`src/rv_pkg.sv`:
```
package rv_pkg;

  localparam int xlen       = 32;  // Register and PC width
  localparam int num_regs   = 32;
  localparam int reg_addr_w = 5;
  localparam int pc_step    = 4;   // Bytes per instruction

  // One register value, address or instruction word
  typedef logic [xlen-1:0] word_t;

  typedef logic [reg_addr_w-1:0] reg_addr_t;

  // RV32I major opcodes, bits [6:0] of the instruction
  typedef enum logic [6:0] {
    op_lui      = 7'b0110111,
    op_auipc    = 7'b0010111,
    op_jal      = 7'b1101111,
    op_jalr     = 7'b1100111,
    op_branch   = 7'b1100011,
    op_load     = 7'b0000011,  // Not executed by this core
    op_store    = 7'b0100011,  // Not executed by this core
    op_reg_imm  = 7'b0010011,
    op_reg_reg  = 7'b0110011,
    op_misc_mem = 7'b0001111,  // FENCE runs as a no-op
    op_system   = 7'b1110011
  } opcode_e;

  // ALU operations
  typedef enum logic [3:0] {
    alu_add,
    alu_sub,
    alu_sll,
    alu_slt,
    alu_sltu,
    alu_xor,
    alu_srl,
    alu_sra,
    alu_or,
    alu_and
  } alu_op_e;

  // Instruction classes seen by execute and PC logic
  typedef enum logic [2:0] {
    kind_nop,     // No write, PC + 4
    kind_alu,
    kind_lui,
    kind_auipc,
    kind_branch,
    kind_jal,
    kind_jalr,
    kind_halt     // ECALL
  } insn_kind_e;

endpackage
```
`src/rv_decode_if.sv`:
```
`timescale 1ns/1ps

// Decoded instruction, decoder to execute and PC units
interface rv_decode_if import rv_pkg::*; ();

  insn_kind_e kind;
  alu_op_e    alu_op;
  logic       use_imm;  // Immediate replaces rs2 as operand b
  word_t      imm;      // Sign-extended, format picked by decoder
  logic [2:0] funct3;   // Branch condition code
  reg_addr_t  rd;
  reg_addr_t  rs1;
  reg_addr_t  rs2;

  // Decoder side
  modport dec (
    output kind, alu_op, use_imm, imm, funct3, rd, rs1, rs2
  );

  // Execute and PC unit side
  modport user (
    input kind, alu_op, use_imm, imm, funct3, rd, rs1, rs2
  );

endinterface

```
`src/rv_core.sv`:
```
`timescale 1ns/1ps

module rv_core import rv_pkg::*; (
  input  logic      clk,
  input  logic      rst,
  input  word_t     i_insn,     // Fetched word for o_pc, same cycle
  output word_t     o_pc,
  output logic      o_halt,
  output logic      o_rf_we,    // Retire record
  output reg_addr_t o_rf_rd,
  output word_t     o_rf_wdata
);

  rv_decode_if dec_if ();

  word_t rs1_data;
  word_t rs2_data;

  rv_decoder u_decoder (
    .i_insn (i_insn),
    .dec    (dec_if)
  );

  rv_regfile u_regfile (
    .clk        (clk),
    .rst        (rst),
    .i_rs1      (dec_if.rs1),
    .i_rs2      (dec_if.rs2),
    .o_rs1_data (rs1_data),
    .o_rs2_data (rs2_data),
    .i_we       (o_rf_we),
    .i_rd       (dec_if.rd),
    .i_wdata    (o_rf_wdata)
  );

  rv_execute u_execute (
    .dec        (dec_if),
    .i_pc       (o_pc),
    .i_rs1_data (rs1_data),
    .i_rs2_data (rs2_data),
    .o_we       (o_rf_we),
    .o_wdata    (o_rf_wdata)
  );

  rv_pc_unit u_pc_unit (
    .clk        (clk),
    .rst        (rst),
    .dec        (dec_if),
    .i_rs1_data (rs1_data),
    .i_rs2_data (rs2_data),
    .o_pc       (o_pc),
    .o_halt     (o_halt)
  );

  assign o_rf_rd = dec_if.rd;  // Reported even for x0

endmodule

```
`src/rv_pc_unit.sv`:
```
`timescale 1ns/1ps

module rv_pc_unit import rv_pkg::*; (
  input  logic      clk,
  input  logic      rst,
  rv_decode_if.user dec,
  input  word_t     i_rs1_data,
  input  word_t     i_rs2_data,
  output word_t     o_pc,
  output logic      o_halt
);

  word_t pc_q;
  word_t pc_next;
  word_t seq_pc;    // Fall-through address
  word_t rel_pc;    // PC-relative target for branch and JAL
  word_t jalr_sum;
  logic  taken;

  assign seq_pc   = pc_q + word_t'(pc_step);
  assign rel_pc   = pc_q + dec.imm;
  assign jalr_sum = i_rs1_data + dec.imm;

  // Branch condition straight from funct3
  always_comb begin
    case (dec.funct3)
      3'b000:  taken = (i_rs1_data == i_rs2_data);                  // BEQ
      3'b001:  taken = (i_rs1_data != i_rs2_data);                  // BNE
      3'b100:  taken = ($signed(i_rs1_data) < $signed(i_rs2_data));  // BLT
      3'b101:  taken = ($signed(i_rs1_data) >= $signed(i_rs2_data)); // BGE
      3'b110:  taken = (i_rs1_data < i_rs2_data);                   // BLTU
      3'b111:  taken = (i_rs1_data >= i_rs2_data);                  // BGEU
      default: taken = 1'b0;
    endcase
  end

  always_comb begin
    case (dec.kind)
      kind_branch: pc_next = taken ? rel_pc : seq_pc;
      kind_jal:    pc_next = rel_pc;
      kind_jalr:   pc_next = {jalr_sum[xlen-1:1], 1'b0};  // Bit 0 cleared
      kind_halt:   pc_next = pc_q;  // Hold until reset
      default:     pc_next = seq_pc;
    endcase
  end

  always_ff @(posedge clk or posedge rst) begin
    if (rst) begin
      pc_q <= '0;
    end else begin
      pc_q <= pc_next;
    end
  end

  assign o_pc   = pc_q;
  assign o_halt = (dec.kind == kind_halt);

endmodule

```
`src/rv_execute.sv`:
```
`timescale 1ns/1ps

module rv_execute import rv_pkg::*; (
  rv_decode_if.user dec,
  input  word_t     i_pc,
  input  word_t     i_rs1_data,
  input  word_t     i_rs2_data,
  output logic      o_we,
  output word_t     o_wdata
);

  word_t      op_b;
  logic [4:0] shamt;
  word_t      alu_res;
  word_t      link_addr;

  assign op_b      = dec.use_imm ? dec.imm : i_rs2_data;
  assign shamt     = op_b[4:0];  // Shifts use low five bits only
  assign link_addr = i_pc + word_t'(pc_step);

  always_comb begin
    case (dec.alu_op)
      alu_add: begin
        alu_res = i_rs1_data + op_b;
      end
      alu_sub: begin
        alu_res = i_rs1_data - op_b;
      end
      alu_sll: begin
        alu_res = i_rs1_data << shamt;
      end
      alu_slt: begin
        alu_res = word_t'($signed(i_rs1_data) < $signed(op_b));
      end
      alu_sltu: begin
        alu_res = word_t'(i_rs1_data < op_b);
      end
      alu_xor: begin
        alu_res = i_rs1_data ^ op_b;
      end
      alu_srl: begin
        alu_res = i_rs1_data >> shamt;
      end
      alu_sra: begin
        alu_res = word_t'($signed(i_rs1_data) >>> shamt);  // Keeps sign bit
      end
      alu_or: begin
        alu_res = i_rs1_data | op_b;
      end
      default: begin
        alu_res = i_rs1_data & op_b;
      end
    endcase
  end

  // Write-back select
  always_comb begin
    o_we = 1'b1;
    case (dec.kind)
      kind_alu:            o_wdata = alu_res;
      kind_lui:            o_wdata = dec.imm;
      kind_auipc:          o_wdata = i_pc + dec.imm;
      kind_jal, kind_jalr: o_wdata = link_addr;  // Return address
      default: begin
        o_we    = 1'b0;  // Branch, halt, no-op
        o_wdata = alu_res;
      end
    endcase
  end

endmodule

```
`src/rv_regfile.sv`:
```
`timescale 1ns/1ps

module rv_regfile import rv_pkg::*; (
  input  logic      clk,
  input  logic      rst,
  input  reg_addr_t i_rs1,
  input  reg_addr_t i_rs2,
  output word_t     o_rs1_data,
  output word_t     o_rs2_data,
  input  logic      i_we,
  input  reg_addr_t i_rd,
  input  word_t     i_wdata
);

  word_t regs [num_regs];

  always_ff @(posedge clk or posedge rst) begin
    if (rst) begin
      for (int i = 0; i < num_regs; i++) begin
        regs[i] <= '0;
      end
    end else if (i_we && i_rd != '0) begin  // x0 stays zero
      regs[i_rd] <= i_wdata;
    end
  end

  // Combinational reads
  assign o_rs1_data = (i_rs1 == '0) ? '0 : regs[i_rs1];
  assign o_rs2_data = (i_rs2 == '0) ? '0 : regs[i_rs2];

endmodule

```
`src/rv_decoder.sv`:
```
`timescale 1ns/1ps

module rv_decoder import rv_pkg::*; (
  input  word_t    i_insn,
  rv_decode_if.dec dec
);

  opcode_e    opcode;
  logic [2:0] funct3;
  logic [6:0] funct7;
  logic       std_f7;    // funct7 all zero
  logic       alt_f7;    // funct7 = 0100000, SUB and SRA
  logic       shift_ok;  // Legal funct7 for an immediate shift
  alu_op_e    alu_base;
  word_t      imm_i;
  word_t      imm_b;
  word_t      imm_j;
  word_t      imm_u;

  assign opcode = opcode_e'(i_insn[6:0]);
  assign funct3 = i_insn[14:12];
  assign funct7 = i_insn[31:25];

  assign std_f7 = (funct7 == 7'b0000000);
  assign alt_f7 = (funct7 == 7'b0100000);

  // Register fields pass straight through
  assign dec.rd     = i_insn[11:7];
  assign dec.rs1    = i_insn[19:15];
  assign dec.rs2    = i_insn[24:20];
  assign dec.funct3 = funct3;

  // Immediates, all sign-extended from bit 31
  assign imm_i = {{20{i_insn[31]}}, i_insn[31:20]};
  assign imm_b = {{20{i_insn[31]}}, i_insn[7], i_insn[30:25], i_insn[11:8], 1'b0};
  assign imm_j = {{12{i_insn[31]}}, i_insn[19:12], i_insn[20], i_insn[30:21], 1'b0};
  assign imm_u = {i_insn[31:12], 12'b0};

  // Same funct3 map for register-immediate and register-register forms
  always_comb begin
    case (funct3)
      3'b000:  alu_base = alt_f7 ? alu_sub : alu_add;
      3'b001:  alu_base = alu_sll;
      3'b010:  alu_base = alu_slt;
      3'b011:  alu_base = alu_sltu;
      3'b100:  alu_base = alu_xor;
      3'b101:  alu_base = alt_f7 ? alu_sra : alu_srl;
      3'b110:  alu_base = alu_or;
      default: alu_base = alu_and;
    endcase
  end

  // SLLI needs funct7 zero, SRLI/SRAI allow the alternate form
  always_comb begin
    case (funct3)
      3'b001:  shift_ok = std_f7;
      3'b101:  shift_ok = std_f7 || alt_f7;
      default: shift_ok = 1'b1;
    endcase
  end

  always_comb begin
    dec.kind    = kind_nop;
    dec.alu_op  = alu_add;
    dec.use_imm = 1'b0;
    dec.imm     = imm_i;
    case (opcode)
      op_lui: begin
        dec.kind = kind_lui;
        dec.imm  = imm_u;
      end
      op_auipc: begin
        dec.kind = kind_auipc;
        dec.imm  = imm_u;
      end
      op_jal: begin
        dec.kind = kind_jal;
        dec.imm  = imm_j;
      end
      op_jalr: begin
        if (funct3 == 3'b000) begin
          dec.kind = kind_jalr;
        end
      end
      op_branch: begin
        dec.imm = imm_b;
        if (funct3 != 3'b010 && funct3 != 3'b011) begin  // 010 and 011 unused
          dec.kind = kind_branch;
        end
      end
      op_reg_imm: begin
        dec.use_imm = 1'b1;
        dec.alu_op  = (funct3 == 3'b000) ? alu_add : alu_base;  // No SUBI
        if (shift_ok) begin
          dec.kind = kind_alu;
        end
      end
      op_reg_reg: begin
        dec.alu_op = alu_base;
        if (std_f7 || (alt_f7 && (funct3 == 3'b000 || funct3 == 3'b101))) begin
          dec.kind = kind_alu;
        end
      end
      op_system: begin
        if (i_insn[31:7] == '0) begin
          dec.kind = kind_halt;  // ECALL only
        end
      end
      default: begin
        dec.kind = kind_nop;  // Loads, stores, FENCE, unknown
      end
    endcase
  end

endmodule

```
`config.mk`:
```
export PLATFORM = sky130hd
export DESIGN_NAME = rv_core
export DESIGN_NICKNAME = d
export VERILOG_FILES = /design/src/rv_pkg.sv /design/src/rv_decode_if.sv /design/src/rv_core.sv /design/src/rv_pc_unit.sv /design/src/rv_execute.sv /design/src/rv_regfile.sv /design/src/rv_decoder.sv
export SDC_FILE = /design/constraint.sdc
export NUM_CORES = 2
export LEC_CHECK = 0
export BUFFER_PORTS_ARGS = -buffer_cell sky130_fd_sc_hd__buf_2
export CAP_MARGIN = 20
export CORE_MARGIN = 1
export CORE_UTILIZATION = 60
export DETAILED_ROUTE_END_ITERATION = 7
export PLACE_DENSITY_LB_ADDON = 0.2
export SYNTH_ARGS = -nofsm -noshare
export SYNTH_HDL_FRONTEND = slang
export SYNTH_SLANG_ARGS = --single-unit
```
`constraint.sdc`:
```
create_clock -name clk -period 84.3 [get_ports clk]
set_clock_uncertainty 0.2 [all_clocks]
set_input_delay 16.86 -clock clk [delete_from_list [all_inputs] [get_ports clk]]
set_output_delay 16.86 -clock clk [all_outputs]
set_load 0.01 [all_outputs]
```
==> summary.md <==
| Metric | Value |
|---|---|
| Status | finished, final reports clean |
| Clk slew on worst S/H paths | 0.06 ns |
| GR Layer Usage met2 | ~73% |
| Htree depth | 3 |
| Avg Vias per Cell | between 7 and 8 |
| Combinational Power Share | approximately 25% |
| Top Usage Layer GRT | met2 |
| Clk buf depth | 3 |
| Sw Pwr | slightly above 500 uW |
| Total wire length | roughly 310,000 um |
| DRC violations left | 0 |
| Slowest library cell on the worst path | a2111oi_0 |
| Via count | between 60,000 and 70,000 |
| Root Buffer | clkbuf_16 |
| Yosys Warn Count | 0 |
| Leakage | approximately 33 nW |
| Fraction of layout instances using a drive strength above 1 | between 10% and 20% |
| GRT Resource Usage Total | just over 50% |
| GR met3 Demand/Resource | between 10% and 20% |
| Fin crit period | approximately 43 ns |
| Max-Slew Margin vs Limit | 12.7% |
| Async SR Flop Fraction | 100% |
| Routed len/inst | roughly 36 um |
| Layout area overhead | 8.53% |
| Min-Delay Path Class | reg2reg |
| Crit path from | i_insn[20] |
| Sequential area share after synthesis | 37.1% |
| Switching part of the total | around 35% |
| Largest net degree at the start of global routing | between 150 and 200 |
| Max rail drop VDD | between 0.02 and 0.025 mV |
| Die height | about 350 um |
| Grt total ovfl | 0 |
| Post-Syn Area | just over 70,000 sq um |
| Period utilization | between 50% and 60% |
| Max_cap viols | 0 |
| Die area | approximately 120,000 sq um |
| RD Place Congestion | between 1 and 1.5 |
| Unrepaired setup endpoints after global routing | no |
| Post-Route Utilization | approximately 66% |
| Seq pwr share | 38.2% |
| Pre-antenna DRT Iters | 6 |
| Synth cell types | 100 |
| Crit path launch type | primary input |
| Clock share of power | ~37% |
| Core footprint | ~120,000 sq um |
| Main combinational cell family by area after synthesis | multiplexers |
| Crit path required time | just under 70 ns |
| PwrDens | around 19 nW/um^2 |
| Simple-gate area share of the yosys netlist | 12.4% |
| Num rows | 126 |
| Adder-cell area share of the yosys netlist | under 10% |
| TritonCTS buffer count | approximately 110 |
| DIE WIDTH | 347 um |
| CTS hold repair buffers | 0 |
| Setup TNS | 0 ns |
| Starting Density | roughly 60% |
| Dpl ws | about 41 ns |
| Final hold vios | 0 |
| Compound-Gate Fraction of Synth Area | between 10% and 20% |
| Number of flops mapped to enable cells by yosys | 0 |
| Min-delay src | u_regfile.regs[1022] |
| Vias in the first global route | 63,693 |
| Syn Inst Count | a little over 7,000 |
| Worst Path Buf+Inv | 6 |
| Clk sinks | about 1,100 |
| Final worst setup slack | roughly 41 ns |
| Initial antenna violation count | 20 |
| I/O pin cnt | ~110 |
| CTS tree | done |
| Mux contribution to synthesized area | approximately 23% |
| Post-synth top area share | about 37% |
| Max-slew violations | 0 |
| Synth area leaders | dfrtp_1, mux4_2, nand2_1 |
| Remaining antenna violation count | 0 |
| CP Data Arrival Time | 25.81 ns |
| Nets | 7,231 |
| Delay-heaviest family, CP | compound AO/OA/AOI/OAI gates |
| CP Class | in2out |
| Skew-Pair Late Insertion Delay | 0.77 ns |
| Area leader, netlist | dfrtp_1 |
| Endpoints failing setup | 0 |
| DP Wirelength | between 200,000 and 250,000 um |
| Pin slew with the least headroom to its limit | roughly 1.3 ns |
| First-pass GRT wire length | approximately 450,000 um |
| Mean post-synth cell area | a little under 10 sq um |
| Initial DRC Count | 10,403 |
| CP peak stage delay | 0.88 ns |
| Synth Flop Type | dfrtp_1 |
| Cell-internal power | about 950 uW |
| Syn_nets | between 7,000 and 8,000 |
| Post-CTS setup buffer count | 0 |
| XOR/XNOR Fraction of Synth Area | around 1.3% |
| Fill count | 8,984 |
| Crit-path max FO | 64 |
| Port Buffers | roughly 100 |
| Cell Chain, Critical Path | buf_8 > buf_4 > buf_4 > mux4_2 > mux4_2 > nand2_1 > nand2_1 > nand2_1 > o21ai_0 > ha_1 > inv_1 > a2111oi_0 > o2111ai_1 > a31oi_1 > o21ai_0 > a311o_1 > a21oi_1 > or4b_2 > o31ai_1 > a211o_1 > a221o_1 > buf_4 > buf_2 |
| Nature of the critical path endpoint | output port |
| Reg2reg start | u_regfile.regs[1] |
| Met1 usage | about 67% |
| Peak Freq | around 23 MHz |
| Register bit count reported by yosys | roughly 1,100 |
| CTS-repair resized insts | 0 |
## cell type report
type	instances	area, sq um	area share (%)
diodes	9	22.5	0.0291
clock buffers	137	2960	3.83
clock inverters	69	966	1.25
inverters	168	641	0.828
multi-input cells	5313	41700	54.0
flip-flops and latches	1056	26400	34.2
well taps	1536	1920	2.49
repair buffers	354	2660	3.43
## worst paths after layout
| path | end | slack (ns) | cells past startpoint |
|---|---|---|---|
| setup reg to reg | u_regfile.regs[669] | 76.43 | 22 |
| hold / removal | u_regfile.regs[1022] | 0.20 | 0 |
| setup / recovery | o_rf_wdata[30] | 41.43 | 23 |
| min in group asynchronous | u_regfile.regs[469] | 16.12 | 2 |
| hold reg to reg | u_regfile.regs[1022] | 0.20 | 0 |
| max in group asynchronous | u_regfile.regs[344] | 63.59 | 6 |
## through the flow
stage,instance area [sq um],power (mW),std cells,hold WS [ns]
2_1_floorplan,71300,0.782,7207,0.238
3_3_place_gp,73200,0.904,8415,0.176
3_5_place_dp,73200,0.908,8415,0.182
4_1_cts,77100,1.43,8621,0.197
5_1_grt,77300,1.49,8634,0.208
6_report,77300,1.46,8642,0.196
## cells by family (layout without fill, tap and decap cells)
logic type,after synthesis,after routing
and+or+nand+nor,2025,2025
xor gates and xnor gates,103,103
other,0,9
AOI/OAI and AO/OA,2033,2033
muxes,957,957
adders and majority gates,195,195
DFF,1056,1056
buffers and inverters,838,728
## registers in the layout, indices dropped and copies added (netlist names)
| name | cells |
|---|---|
| u_pc_unit.o_pc | 32 |
| u_regfile.regs | 1024 |
## Yosys cell counts, types with 29 or more instances
master	n
nand3_1	127
o22ai_1	34
nor2b_1	42
nor2_1	407
o21bai_1	30
dfrtp_1	1056
o21a_1	30
a21oi_1	414
a21o_1	85
a41oi_1	34
mux4_2	502
clkbuf_1	480
a31oi_1	75
mux2_4	29
o211ai_1	54
buf_1	35
a22oi_1	94
nand2_1	1058
nor3_1	113
buf_4	34
mux2_2	171
and3_1	40
ha_1	191
o31ai_1	89
xnor2_1	73
o21ai_0	771
xor2_1	30
nand4_1	70
inv_1	160
mux2i_1	242
a211oi_1	42
buf_2	100
## cell usage in the layout (no fill, tap or decap), types with 26 or more instances in the layout
master	n
buf_4	236
nor2b_1	40
clkbuf_16	110
ha_1	191
buf_2	97
xor2_1	30
o31ai_1	84
nand3_1	127
o211ai_1	54
nor2_2	32
and3_1	40
dfrtp_1	1056
o21ai_0	766
mux2_2	171
clkinv_2	26
mux2_4	29
nand2b_1	27
a21oi_1	408
mux4_2	502
a22oi_1	93
xnor2_1	73
o22ai_1	32
a21o_1	85
nor3_1	109
o21a_1	30
inv_1	157
o21bai_1	30
nand2_2	32
nor2_1	373
nand2_1	1026
a31oi_1	73
a41oi_1	34
mux2i_1	242
a211oi_1	38
nand4_1	70
## power by group through the flow
stage | Clock (mW) | Combinational (mW) | Sequential (mW)
2_1_floorplan | 0 | 0.226 | 0.556
3_3_place_gp | 0 | 0.343 | 0.561
4_1_cts | 0.532 | 0.348 | 0.553
3_5_place_dp | 0 | 0.346 | 0.562
6_report | 0.534 | 0.366 | 0.556
5_1_grt | 0.551 | 0.381 | 0.556
## layer usage
metal	part of all wire (%)	routed length, um	vias up
li1	-	-	26404
met1	35	109000	32547
met2	42	131000	5792
met3	15	46600	1434
met4	8.6	27100	14
met5	0.038	120	-
## worst register-to-register path, stage by stage (launching register included)
cell and delay [ns]:
dfrtp_1 0.41, mux4_2 0.48, mux4_2 0.47, nand2_1 0.16, a31oi_1 0.38, nor2_4 0.18
buf_4 0.46, inv_2 0.09, buf_4 0.34, ha_1 0.34, or2_2 0.29, o211ai_1 0.29
a211oi_1 0.20, a211oi_1 0.73, o31ai_1 0.38, a41o_1 0.39, a311oi_1 0.54, xnor2_1 0.17
a211o_1 0.31, a21o_1 0.16, o221ai_2 0.18, buf_4 0.39, a31oi_1 0.18
Power figures use the tool's default switching activity.
